==> src/logic/lsu_macros.svh <==
`ifndef LSU_MACROS_SVH
`define LSU_MACROS_SVH

// data RAM depth in 32-bit words
`define LSU_RAM_WORDS 256

// word address width, taken from ls_addr[9:2]
`define LSU_RAM_AW 8

`endif

==> src/logic/lsu_op_pkg.sv <==
`default_nettype none

package lsu_op_pkg;

    // load/store access select, as decoded in the execute stage
    typedef enum logic [3:0] {
        LS_LB  = 4'd0,
        LS_LBU = 4'd1,
        LS_LH  = 4'd2,
        LS_LHU = 4'd3,
        LS_LW  = 4'd4,
        LS_LWL = 4'd5,
        LS_LWR = 4'd6,
        LS_SB  = 4'd7,
        LS_SH  = 4'd8,
        LS_SW  = 4'd9,
        LS_SWL = 4'd10,
        LS_SWR = 4'd11
    } ls_sel_e;

    typedef enum logic [1:0] {
        AL_NONE = 2'd0,
        AL_BYTE = 2'd1,
        AL_HALF = 2'd2,
        AL_WORD = 2'd3
    } align_e;

    function automatic logic is_store(ls_sel_e sel);
        return sel inside {LS_SB, LS_SH, LS_SW, LS_SWL, LS_SWR};
    endfunction

    // unaligned LWL/LWR/SWL/SWR never trap
    function automatic align_e needs_align(ls_sel_e sel);
        case (sel)
            LS_LB, LS_LBU, LS_SB: return AL_BYTE;
            LS_LH, LS_LHU, LS_SH: return AL_HALF;
            LS_LW, LS_SW:         return AL_WORD;
            default:              return AL_NONE;
        endcase
    endfunction

endpackage

`default_nettype wire

==> src/logic/lsu_stage_pkg.sv <==
`default_nettype none

package lsu_stage_pkg;

    import lsu_op_pkg::*;

    // execute to memory stage payload
    typedef struct packed {
        logic [31:0] pc;
        logic [31:0] alu_res;
        logic [31:0] ls_addr;
        logic [31:0] rt_data;
        logic        w_reg_ena;
        logic [4:0]  w_reg_dst;
        logic        ls_ena;
        ls_sel_e     ls_sel;
        logic        wb_reg_sel;
        logic        has_exception;
    } ex_mem_t;

    // request held between RAM access and load alignment
    typedef struct packed {
        ex_mem_t ex;
        logic    data_adel;
        logic    data_ades;
    } mem_req_t;

    // memory to writeback payload
    typedef struct packed {
        logic [31:0] pc;
        logic [31:0] alu_res;
        logic [31:0] r_data;
        logic        w_reg_ena;
        logic [4:0]  w_reg_dst;
        logic        wb_reg_sel;
        logic        has_exception;
        logic        data_adel;
        logic        data_ades;
    } mem_wb_t;

endpackage

`default_nettype wire

==> src/logic/load_align.sv <==
`timescale 1ns/1ps
`default_nettype none

module load_align
    import lsu_op_pkg::*, lsu_stage_pkg::*;
(
    input  mem_req_t    req,
    input  logic [31:0] ram_rdata,
    output logic [31:0] r_data
);

    logic [1:0]  off;
    logic [31:0] rt;
    logic [7:0]  byte_lane;
    logic [15:0] half_lane;

    assign off = req.ex.ls_addr[1:0];
    assign rt  = req.ex.rt_data;

    assign byte_lane = ram_rdata[8*off +: 8];
    assign half_lane = off[1] ? ram_rdata[31:16] : ram_rdata[15:0];

    always_comb begin
        r_data = 32'h0;
        if (req.ex.ls_ena && !req.data_adel) begin
            case (req.ex.ls_sel)
                LS_LB:  r_data = {{24{byte_lane[7]}}, byte_lane};
                LS_LBU: r_data = {24'h0, byte_lane};
                LS_LH:  r_data = {{16{half_lane[15]}}, half_lane};
                LS_LHU: r_data = {16'h0, half_lane};
                LS_LW:  r_data = ram_rdata;
                // low RAM bytes fill the top of rt
                LS_LWL: begin
                    case (off)
                        2'd0:    r_data = {ram_rdata[7:0], rt[23:0]};
                        2'd1:    r_data = {ram_rdata[15:0], rt[15:0]};
                        2'd2:    r_data = {ram_rdata[23:0], rt[7:0]};
                        default: r_data = ram_rdata;
                    endcase
                end
                // high RAM bytes fill the bottom of rt
                LS_LWR: begin
                    case (off)
                        2'd0:    r_data = ram_rdata;
                        2'd1:    r_data = {rt[31:24], ram_rdata[31:8]};
                        2'd2:    r_data = {rt[31:16], ram_rdata[31:16]};
                        default: r_data = {rt[31:8], ram_rdata[31:24]};
                    endcase
                end
                default: r_data = 32'h0;
            endcase
        end
    end

    // a halfword load reaching here must have been trapped if odd
    always_comb begin
        if (req.ex.ls_ena && (req.ex.ls_sel inside {LS_LH, LS_LHU}) && !req.data_adel) begin
            assert (off[0] == 1'b0)
                else $error("odd halfword load passed without data_adel");
        end
    end

endmodule

`default_nettype wire

==> config.mk <==
export PLATFORM = sky130hd
export DESIGN_NAME = load_align
export DESIGN_NICKNAME = d
export VERILOG_FILES = /design/src/logic/lsu_macros.svh /design/src/logic/lsu_op_pkg.sv /design/src/logic/lsu_stage_pkg.sv /design/src/logic/load_align.sv
export SDC_FILE = /design/constraint.sdc
export NUM_CORES = 1
export LEC_CHECK = 0
export BUFFER_PORTS_ARGS = -buffer_cell sky130_fd_sc_hd__buf_2
export CORE_AREA = 2 2 80 82
export DETAILED_ROUTE_END_ITERATION = 8
export DIE_AREA = 0 0 82 84
export PLACE_DENSITY = 0.81
export SLEW_MARGIN = 15
export SYNTH_ARGS = -nofsm -noshare
export SYNTH_HDL_FRONTEND = slang
export SYNTH_SLANG_ARGS = --single-unit
==> constraint.sdc <==
create_clock -name vclk -period 4
set_input_delay 0.4 -clock vclk [all_inputs]
set_output_delay 0.4 -clock vclk [all_outputs]
set_load 0.02 [all_outputs]
-- Word level (Yosys, flattened, before mapping)
Cells that the tools add are included.
- register bits after elaboration: 0
- bits of input ports: 175
- output and inout bits: 32
- logic and storage cells: 18
- equality and inequality tests: 8
- shift-type cells: 1
- mux-type cells: 5
- reductions and logical operators: 4
- operator list (operator ; number):
    32-bit one-hot mux with 7 select lines ; 1
    32-bit one-hot mux with 3 select lines ; 2
    32-bit 2-to-1 mux ; 1
    32-bit by 6-bit indexed part select with 8-bit output ; 1
    16-bit 2-to-1 mux ; 1
    4-bit by 3-bit equality test with 1-bit output, second input constant ; 3
    4-bit by 2-bit equality test with 1-bit output, second input constant ; 2
    4-bit by 1-bit equality test with 1-bit output, second input constant ; 1
    4-bit logical NOT ; 1
    2-bit by 1-bit equality test with 1-bit output, second input constant ; 1
    2-bit equality test, second input constant ; 1
    2-bit logical NOT ; 1
    1-bit logical AND ; 1
    1-bit logical NOT ; 1

-- Logic depth before layout (Yosys ltp)
- depth in word-level cells: 4
- gate-level depth with buffers: 8
- depth with buffers taken out: 5

-- Least setup slack after synthesis
No wires, ideal clock.
- path kind: input -> output
- start: in req[48] (netlist bit)
- end: out r_data[0]
- arrival time: 1652 ps
- required time: 3600 ps
- slack: 1948 ps
- stages: 7
- buffers on the path: 3
- path through: buf_6 > buf_6 > and2_1 > buf_2 > nor2_1 > a222oi_1 > a21oi_1
- longest elaborated chain between the ends: 4
- elaborated cells on any way between the ends: 9
- those cells by class: eq/ne: 2; shift: 1; mux: 5; reduce/logical: 1
- ends and longest elaborated chain (element ; RTL line ; RTL):
    from (decl) ; load_align.sv:7 ; input mem_req_t req,
    branches (longest 2 deep; another with 32-bit by 6-bit indexed part select with 8-bit output) ; n/a ;
    32-bit one-hot mux with 7 select lines (*) ; load_align.sv:26 ; case (req.ex.ls_sel)
    32-bit 2-to-1 mux (*) ; load_align.sv:25 ; if (req.ex.ls_ena && !req.data_adel) begin
    to (decl) ; load_align.sv:9 ; output logic [31:0] r_data
Mark *: on every way between the ends.

-- Worst setup path after layout
- start: in req[48] (netlist bit)
- end: out r_data[16]
The elaborated chain is that of the path after synthesis.

==> flow_metrics.tcl <==
set metrics [dict create \
    finalMaxSlewViolations 0 \
    gp_congestion 0.8626 \
    avgSynthCellArea_sq_um 6.599 \
    setup-tns-final_ns 0 \
    cts_hold_buf 0 \
    wl_um 7937 \
    clock_buffers 0 \
    slew_headroom_pct 41.51 \
    numPortBuffers 104 \
    pin_count 207 \
    vdd_drop_max_uv 72.41 \
    critPathKind "in -> out" \
    seq_area_frac_synth_pct 0 \
    yosysWarningCount 0 \
    hold_path_startpoint "ram_rdata[23]" \
    std_cell_rows 29 \
    max_stage_delay_ns 0.54 \
    netlist_area_sq_um 1973 \
    first_global_vias 2569 \
    cp.required_ns 3.60 \
    whs_endpoint "r_data[23]" \
    rsz0062_at_grt "false" \
    internal_power_uw 101.9 \
    holdPathStages 4 \
    wl_per_cell_um 17.44 \
    drc 0 \
    post_dp_cell_area_sq_um 2449 \
    grt.total_usage_pct 22.51 \
    nNetsFinal 555 \
    drtAntennaViolNets 0 \
    die_h_um 84 \
    cp_common_cell "buf_2" \
    cp-start-kind "input pin" \
    die_area_sq_um 6888 \
    powerDensity_nw_per_um2 96.61 \
    grt_pass1_wl_um 12650 \
    critPathSlowestCell "buf_4" \
    outcome "finished, final reports clean" \
    max_cap_violations 0 \
    ctsResizeCount 0 \
    p_comb_share_pct 100.0 \
    grt_antenna_before_repair 0 \
    p_switching_uw 134.6 \
    die_width_um 82 \
    path_max_fanout 42 \
    fmax_mhz 332.3 \
    first_pass_iters 5 \
    regArea_sq_um 0 \
    crit_path_end_kind "output pin" \
    grt_max_degree 43 \
    cts_setup_buffers 0 \
    seq_cell_count 0 \
    synth_fp_nets 474 \
    drive_above_1_share_pct 34.13 \
    setup_viol 0 \
    fin_crit_sh_pct 75.23 \
    overflow 0 \
    diodes 0 \
    placedCellCount 455 \
    fin_crit_ns 3.009 \
    dp_hpwl_um 5586 \
    fillers 670 \
    p_leak_nw 1.124 \
    syn_inst 299 \
    drtIter0Drc 299 \
    fin_cells 455 \
    hold_class "in -> out" \
    design_area_sq_um 2449 \
    tightest_slew_ns 0.8765 \
    vias 2764 \
    critPathArrivalTime_ns 2.61 \
    switching_share_pct 56.91 \
    power.share.clock_pct 0 \
    p_seq_share_pct 0 \
    yosysUniqueCellTypes 38 \
    finalHoldViolCount 0 \
    viasPerCell 6.075 \
    floorplan.initialDensity_pct 32.37 \
    syn2layout_area_growth_pct 24.10 \
    crit_chain "buf_2 -> buf_4 -> mux2_2 -> a21oi_1 -> a2bb2oi_1 -> a31oi_1 -> buf_2" \
    core_area_sq_um 6096 \
    multi_input_area_sq_um 1768 \
]
## logic make-up (layout without fill, tap and decap cells)
family	after synthesis	in the layout	synth area share (%)
simple gates	90	90	20.42
compound gates	122	122	41.34
mux	52	52	27.84
buf+inv	35	114	10.40
## how the worst max path moves through the flow
stage	startpoint	end	slack, ns
after detailed placement	req[48]	r_data[16]	1.05
after CTS	req[48]	r_data[16]	1.06
after global placement	req[48]	r_data[25]	1.15
after global routing	req[48]	r_data[16]	0.86
final	req[48]	r_data[16]	0.99
after floorplan	req[48]	r_data[0]	1.95
## cell type report
cell class,count,share of cell area [%]
inverters,3,0.4599
multi-input cells,264,72.20
well taps,77,3.935
repair buffers,111,23.40
## cell usage after synthesis, types with 2 or more instances
cell type | instances | area (sq um)
a211oi_1 | 2 | 15.01
a21o_1 | 2 | 15.01
a21oi_1 | 28 | 140.1
a221oi_1 | 3 | 26.28
a222oi_1 | 5 | 50.05
a2bb2oi_1 | 10 | 87.58
a31oi_1 | 14 | 87.58
a41oi_2 | 2 | 32.53
buf_2 | 14 | 70.07
buf_4 | 5 | 37.54
buf_6 | 5 | 56.30
clkbuf_1 | 7 | 26.28
inv_1 | 3 | 11.26
mux2_2 | 11 | 123.9
mux2_4 | 3 | 45.04
mux2i_1 | 38 | 380.4
nand2_1 | 36 | 135.1
nand2b_1 | 6 | 37.54
nand3_1 | 4 | 20.02
nand3b_1 | 2 | 15.01
nor2_1 | 24 | 90.09
nor2b_1 | 2 | 12.51
nor3_1 | 7 | 35.03
o211ai_1 | 3 | 22.52
o21ai_0 | 23 | 115.1
o22a_1 | 8 | 70.07
o22ai_1 | 18 | 112.6
or2_1 | 2 | 12.51
or3_1 | 3 | 18.77
## per-stage QoR
step / total power, mW / hold WS [ns] / util (%) / setup slack [ns]
finish: 0.2366 / 1.267 / 40.17 / 0.9909
global route: 0.2606 / 1.287 / 40.17 / 0.8593
CTS: 0.2336 / 1.264 / 40.17 / 1.056
detailed placement: 0.2326 / 1.264 / 40.17 / 1.051
global placement: 0.2268 / 1.247 / 40.17 / 1.146
floorplan: 0.1570 / 1.015 / - / 1.948
## cell usage in the layout (no fill, tap or decap), types with 4 or more instances in the layout
master	instances
a31oi_1	14
mux2_2	11
o21ai_0	23
o22a_1	8
a222oi_1	5
nand2_1	36
a2bb2oi_1	10
mux2i_1	38
nand2b_1	6
nor3_1	7
buf_4	7
nand3_1	4
buf_2	104
nor2_1	24
a21oi_1	28
o22ai_1	18
## routing by layer
metal	wire length, um	track usage, %	vias up
li1	-	-	1309
met1	3504	31.82	1296
met5	0	0	-
met2	3700	36.88	151
met3	661	1.623	8
met4	70	4.697	0
## worst max-delay path: cells and delay by family
kind | cells | cell delay, ns
AOI/OAI and AO/OA | 3 | 0.54
muxes | 1 | 0.41
buffers and inverters | 3 | 1.24
## power by group through the flow
stage | logic (mW) | registers [mW] | clock network (mW)
6_report | 0.237 | 0 | 0
5_1_grt | 0.261 | 0 | 0
4_1_cts | 0.234 | 0 | 0
3_5_place_dp | 0.233 | 0 | 0
3_3_place_gp | 0.227 | 0 | 0
2_1_floorplan | 0.157 | 0 | 0
No activity file was read; power rests on OpenSTA's default activity.
