### config.mk
export PLATFORM = sky130hd
export DESIGN_NAME = mem_access_align
export DESIGN_NICKNAME = d
export VERILOG_FILES = /design/src/logic/lsu_macros.svh /design/src/logic/lsu_op_pkg.sv /design/src/logic/lsu_stage_pkg.sv /design/src/logic/mem_access_align.sv
export SDC_FILE = /design/constraint.sdc
export NUM_CORES = 1
export LEC_CHECK = 0
export BUFFER_PORTS_ARGS = -buffer_cell sky130_fd_sc_hd__buf_4
export CELL_PAD_IN_SITES_DETAIL_PLACEMENT = 2
export CELL_PAD_IN_SITES_GLOBAL_PLACEMENT = 2
export CORE_MARGIN = 10
export CORE_UTILIZATION = 15
export DETAILED_ROUTE_END_ITERATION = 8
export PLACE_DENSITY = 0.84
export SYNTH_ARGS = -nofsm -noshare
export SYNTH_HDL_FRONTEND = slang
export SYNTH_SLANG_ARGS = --single-unit
### constraint.sdc
create_clock -name vclk -period 1.95
set_input_delay 0.2925 -clock vclk [all_inputs]
set_output_delay 0.2925 -clock vclk [all_outputs]
set_load 0.05 [all_outputs]
### src/logic/lsu_macros.svh
`ifndef LSU_MACROS_SVH
`define LSU_MACROS_SVH

// data RAM depth in 32-bit words
`define LSU_RAM_WORDS 256

// word address width, taken from ls_addr[9:2]
`define LSU_RAM_AW 8

`endif

### src/logic/lsu_op_pkg.sv
`default_nettype none

package lsu_op_pkg;

    // load/store access select, as decoded in the execute stage
    typedef enum logic [3:0] {
        LS_LB  = 4'd0,
        LS_LBU = 4'd1,
        LS_LH  = 4'd2,
        LS_LHU = 4'd3,
        LS_LW  = 4'd4,
        LS_LWL = 4'd5,
        LS_LWR = 4'd6,
        LS_SB  = 4'd7,
        LS_SH  = 4'd8,
        LS_SW  = 4'd9,
        LS_SWL = 4'd10,
        LS_SWR = 4'd11
    } ls_sel_e;

    typedef enum logic [1:0] {
        AL_NONE = 2'd0,
        AL_BYTE = 2'd1,
        AL_HALF = 2'd2,
        AL_WORD = 2'd3
    } align_e;

    function automatic logic is_store(ls_sel_e sel);
        return sel inside {LS_SB, LS_SH, LS_SW, LS_SWL, LS_SWR};
    endfunction

    // unaligned LWL/LWR/SWL/SWR never trap
    function automatic align_e needs_align(ls_sel_e sel);
        case (sel)
            LS_LB, LS_LBU, LS_SB: return AL_BYTE;
            LS_LH, LS_LHU, LS_SH: return AL_HALF;
            LS_LW, LS_SW:         return AL_WORD;
            default:              return AL_NONE;
        endcase
    endfunction

endpackage

`default_nettype wire

### src/logic/lsu_stage_pkg.sv
`default_nettype none

package lsu_stage_pkg;

    import lsu_op_pkg::*;

    // execute to memory stage payload
    typedef struct packed {
        logic [31:0] pc;
        logic [31:0] alu_res;
        logic [31:0] ls_addr;
        logic [31:0] rt_data;
        logic        w_reg_ena;
        logic [4:0]  w_reg_dst;
        logic        ls_ena;
        ls_sel_e     ls_sel;
        logic        wb_reg_sel;
        logic        has_exception;
    } ex_mem_t;

    // request held between RAM access and load alignment
    typedef struct packed {
        ex_mem_t ex;
        logic    data_adel;
        logic    data_ades;
    } mem_req_t;

    // memory to writeback payload
    typedef struct packed {
        logic [31:0] pc;
        logic [31:0] alu_res;
        logic [31:0] r_data;
        logic        w_reg_ena;
        logic [4:0]  w_reg_dst;
        logic        wb_reg_sel;
        logic        has_exception;
        logic        data_adel;
        logic        data_ades;
    } mem_wb_t;

endpackage

`default_nettype wire

### src/logic/mem_access_align.sv
`timescale 1ns/1ps
`default_nettype none

module mem_access_align
    import lsu_op_pkg::*, lsu_stage_pkg::*;
(
    input  ex_mem_t     ex_req,
    output logic        data_adel,
    output logic        data_ades,
    output logic [3:0]  wr_strb,
    output logic [31:0] wr_data
);

    logic [1:0]  off;
    logic        misaligned;
    logic        store;
    logic [31:0] rt;

    assign off   = ex_req.ls_addr[1:0];
    assign store = is_store(ex_req.ls_sel);
    assign rt    = ex_req.rt_data;

    always_comb begin
        case (needs_align(ex_req.ls_sel))
            AL_HALF: misaligned = off[0];
            AL_WORD: misaligned = (off != 2'b00);
            default: misaligned = 1'b0;
        endcase
    end

    assign data_adel = ex_req.ls_ena & misaligned & ~store;
    assign data_ades = ex_req.ls_ena & misaligned & store;

    // lane steering, little-endian
    always_comb begin
        wr_strb = 4'b0000;
        wr_data = rt;
        if (ex_req.ls_ena) begin
            case (ex_req.ls_sel)
                LS_SB: begin
                    wr_strb = 4'b0001 << off;
                    wr_data = {4{rt[7:0]}};
                end
                LS_SH: begin
                    wr_strb = off[1] ? 4'b1100 : 4'b0011;
                    wr_data = {2{rt[15:0]}};
                end
                LS_SW: begin
                    wr_strb = 4'b1111;
                end
                // upper bytes of rt land in the low lanes
                LS_SWL: begin
                    wr_strb = 4'b1111 >> (2'd3 - off);
                    wr_data = rt >> (8 * (2'd3 - off));
                end
                LS_SWR: begin
                    wr_strb = 4'b1111 << off;
                    wr_data = rt << (8 * off);
                end
                default: begin
                    wr_strb = 4'b0000;
                end
            endcase
        end
    end

    // lane decode must agree with the store decode
    always_comb begin
        if (!store) begin
            assert (wr_strb == 4'b0000)
                else $error("byte strobe raised for a load");
        end
    end

endmodule

`default_nettype wire

== Word level (Yosys, flattened, before mapping) ==
Memories as Yosys holds them, arrays and structs flattened.
Cells that the tools add are included.

* Add/sub/neg operators: 2
* Eq/ne operators: 7
* Shifts and indexed selects: 5
* Multiplexer cells: 6
* Bitwise operators: 4
* Reductions and logical operators: 2

{| class="wikitable"
|+ Operators by type and width
! cell !! number
|-
| $pmux W32 S4 || 1
|-
| $mux W32 || 1
|-
| $shl A32 B5 Y32 || 1
|-
| $shr A32 B32 Y32 || 1
|-
| $pmux W4 S5 || 1
|-
| $eq A4 B4 Y1 const B || 4
|-
| $mux W4 || 2
|-
| $reduce_bool A5 Y1 || 1
|-
| $eq A2 B2 Y1 const B || 2
|-
| $eq A4 B3 Y1 const B || 1
|-
| $shl A1 B2 Y4 const A || 1
|-
| $shl A4 B2 Y4 const A || 1
|-
| $shr A4 B2 Y4 const A || 1
|-
| $and A1 B1 Y1 || 3
|-
| $sub A2 B2 Y3 const A || 1
|-
| $pmux W1 S2 || 1
|-
| $reduce_bool A2 Y1 || 1
|-
| $sub A2 B2 Y2 const A || 1
|-
| $not A1 Y1 || 1
|}

* Register bits: 0
* Memory bits (read-only): 32
* Bits of input ports: 141
* Output and inout port bits: 38
* Logic and storage cells: 27
* Memories: 1

{| class="wikitable"
|+ Memory list
! memory !! depth !! bits a word !! rd ports !! clocked after memory_dff !! write ports !! line !! RTL
|-
| (name not given) || 16 || 2 || 1 || 0 || 0 || lsu_op_pkg.sv:34 || <nowiki>case (sel)</nowiki>
|}

== Logic depth before layout (Yosys ltp) ==
An unclocked memory read counts as a cell.

* Depth after elaboration: 5
* Mapped depth: 8
* Gate-level depth less buffers: 6

== Least setup slack after synthesis ==
OpenSTA, ideal clock, no wires.

* Path kind: input -> output
* Start point: input ex_req[46] in the netlist's numbering
* End point: output wr_strb[2]
* Arrival: 2.165 ns
* Required time: 1.657 ns
* Setup slack: -0.508 ns
* Cell stages on the path: 6
* Buffers on the path: 2
* Cells stage by stage: buf_2 > clkbuf_1 > a211oi_1 > nor2_1 > a21oi_1 > a211oi_1

* Longest elaborated chain between the ends: 4
* Elaborated cells between the ends (all ways): 7
* Those cells by class: 1 x add/sub; 3 x shift; 3 x mux

{| class="wikitable"
|+ Ends and longest elaborated chain
! what !! line !! RTL
|-
| start, declared || mem_access_align.sv:7 || <nowiki>input ex_mem_t ex_req,</nowiki>
|-
| $sub A2 B2 Y2 || mem_access_align.sv:53 || <nowiki>wr_strb = 4'b1111 >> (2'd3 - off);</nowiki>
|-
| $shr A4 B2 Y4 || mem_access_align.sv:53 ||
|-
| $pmux W4 S5 * || mem_access_align.sv:39 || <nowiki>case (ex_req.ls_sel)</nowiki>
|-
| $mux W4 * || mem_access_align.sv:38 || <nowiki>if (ex_req.ls_ena) begin</nowiki>
|-
| end, declared || mem_access_align.sv:10 || <nowiki>output logic [3:0] wr_strb,</nowiki>
|}

Mark *: on every way between the ends. The rest lies on a longest branch, timed or not.

== Worst setup path in the final report ==
* Start point: input ex_req[2] in the netlist's numbering
* End point: output wr_data[10]

* Longest elaborated chain between the ends: 3
* Elaborated cells between the ends (all ways): 6
* Those cells by class: 4 x eq/ne; 2 x mux

{| class="wikitable"
|+ Ends and longest elaborated chain
! what !! line !! RTL
|-
| $eq A4 B4 Y1 or $eq A4 B3 Y1 (tied branches) || mem_access_align.sv:39 ||
|-
| $pmux W32 S4 * || mem_access_align.sv:39 ||
|-
| $mux W32 * || mem_access_align.sv:38 ||
|-
| end, declared || mem_access_align.sv:11 || <nowiki>output logic [31:0] wr_data</nowiki>
|}

Marked as above.

==> impl_metrics.ini <==
[status]
status = finished, violations left
violations = negative setup slack

[route]
drc = 0
firstDrtPassIters = 4
num_vias = 2599
drt_iter0_markers = 180
route.antenna.remaining_nets = 0
wl_um = 12800
wl_per_cell_um = 25.9
vias_per_cell = 5.27

[pwr]
p_clk_frac = 0
p_total_uw = 1140
pwr-share-comb = 1.000
switching_share = 0.539
p_seq_frac = 0
powerDensity_mw_per_mm2 = 272
internal_power_uw = 525
leakage_uw = 0.00166
vdd_drop_max_mv = 0.128
p_switching_uw = 614

[synthesis]
synth_compound_area_frac = 0.468
synth_fp_nets = 362
synth_top_family_by_area = compound AO/OA/AOI/OAI gates
synthSimpleGateAreaFrac = 0.187
synthMuxAreaShare = 0.209
synth_area_per_cell_sq_um = 7.94
yosys_warnings = 0
synth_area_sq_mm = 0.00172
syn_inst = 217
synth-adder-area-share = 0.0290
synth-seq-area-share = 0
ys_types = 45
synth-xor-area-share = 0.00944

[sta]
slew_headroom = 0.692
min_period_ns = 2.25
tns_ns = -7.31
hold_viol_final = 0
final-setup-viol-count = 32
max_freq_mhz = 445
final-max-slew-violation-count = 0
tightestPinTransition_ns = 0.457
min_period_over_period = 1.15
hold_ws_ns = 0.959
setup_slack_ns = -0.298
rsz0062_at_grt = true

[global_route]
track_usage = 0.140
antenna_found_initial = 0
grt_pass1_wl_um = 18800
grt_pass1_vias = 2990
grt-ovfl-total = 0
grt_max_degree = 26

[floorplan]
die_width_um = 127
ioPinCount = 179
dieHeight_um = 127
row_count = 39
core-area_sq_mm = 0.0113
die_area_sq_mm = 0.0162
initial_core_util = 0.152

[setup_path]
endpoint_kind = primary output
cp.required_ns = 1.66
cp-start-kind = input pin
crit_fanout = 7
path_class = in2out
arrival_ns = 1.96

[placed_design]
dpl_cell_area_sq_mm = 0.00328
hpwl_um = 8020
gp_congestion = 0.814
placed_cells = 474
portBuffers = 77

[layout]
seqCellArea_sq_um = 0
final_cells = 493
clockBufferCount = 0
layout.nets = 497
drive_gt1_frac = 0.791
layout_commonest_cell = buf_4
most-common-layout-cells = buf_4, buf_6, buf_8
final_cell_area_sq_mm = 0.00418
flops_and_latches = 0
diodes = 0
area_growth_pct = 143

[hold_path]
hold_path_startpoint = ex_req[34]
min_path_cells = 3
min_to = wr_data[21]
min_path_type = in2out

[flow_run]
maxCapViolCount = 0
-- synth_stat cells (2+ instances only) --
| cell | number | area [sq um] |
|---|---|---|
| a211o_1 | 3 | 26.3 |
| a211oi_1 | 2 | 15.0 |
| a21oi_1 | 10 | 50.1 |
| a221oi_1 | 8 | 70.1 |
| a22o_1 | 8 | 70.1 |
| a22oi_1 | 9 | 67.6 |
| a31oi_1 | 2 | 12.5 |
| a32o_1 | 8 | 80.1 |
| and3b_1 | 3 | 26.3 |
| buf_2 | 13 | 65.1 |
| buf_6 | 5 | 56.3 |
| clkbuf_1 | 7 | 26.3 |
| ha_1 | 4 | 50.1 |
| inv_1 | 5 | 18.8 |
| mux2_2 | 8 | 90.1 |
| mux2i_1 | 9 | 90.1 |
| mux4_2 | 8 | 180 |
| nand2_1 | 8 | 30.0 |
| nand2b_1 | 7 | 43.8 |
| nand3b_1 | 8 | 60.1 |
| nor2_1 | 20 | 75.1 |
| nor2b_1 | 2 | 12.5 |
| o21a_1 | 8 | 60.1 |
| o21ai_0 | 10 | 50.1 |
| o22ai_1 | 2 | 12.5 |
| o2bb2ai_1 | 15 | 131 |
| o41a_1 | 7 | 78.8 |
-- how the worst max path moves through the flow --
| stage | start | endpoint |
|---|---|---|
| floorplan | ex_req[2] | wr_data[22] |
| global placement | ex_req[2] | wr_data[10] |
| detailed placement | ex_req[2] | wr_data[10] |
| CTS | ex_req[2] | wr_data[10] |
| global route | ex_req[2] | wr_data[4] |
| finish | ex_req[2] | wr_data[10] |
-- per-layer routing --
layer	vias to the layer above	track usage	part of all wire
met5	-	0	0
met1	1342	0.171	0.41
met3	12	0.0240	0.051
met4	0	0.0174	0.014
li1	1154	-	-
met2	91	0.255	0.52
-- per-stage QoR --
step / worst slack (ns) / util
2_1_floorplan: -0.0918 / -
3_3_place_gp: -0.338 / 0.289
3_5_place_dp: -0.382 / 0.289
4_1_cts: -0.300 / 0.346
5_1_grt: -0.337 / 0.369
6_report: -0.298 / 0.369
-- worst max-delay path: stages --
cell        delay [ns]
buf_8             0.09
clkinvlp_4        0.11
ha_4              0.20
and3b_2           0.24
buf_12            0.15
a22o_4            0.24
o41a_4            0.48
buf_6             0.16
-- final cells by class --
cell class	instances	area (sq um)
inverters	5	22.5
well taps	143	179
multi-input cells	187	2330
fillers	1158	7140
repair buffers	158	1650
-- power groups by stage --
stage / logic [uW] / clock network, uW / registers, uW
after floorplan: 557 / 0 / 0
after global placement: 866 / 0 / 0
after detailed placement: 897 / 0 / 0
after CTS: 1050 / 0 / 0
after global routing: 1180 / 0 / 0
final: 1140 / 0 / 0
-- timing repair --
item	in CTS	in global routing
cloned	2	1
endpoints found under the setup margin	38	38
gates resized for setup	105	53
pin swaps	21	19
hold buffers	0	0
setup buffers	15	3
-- kinds of logic after synthesis --
| family | count (synthesis) |
|---|---|
| AOI/OAI and AO/OA | 100 |
| adders and majority gates | 4 |
| and+or+nand+nor | 57 |
| muxes | 25 |
| xor gates and xnor gates | 1 |
| buffers and inverters | 30 |
(Power assumes the default switching activity.)
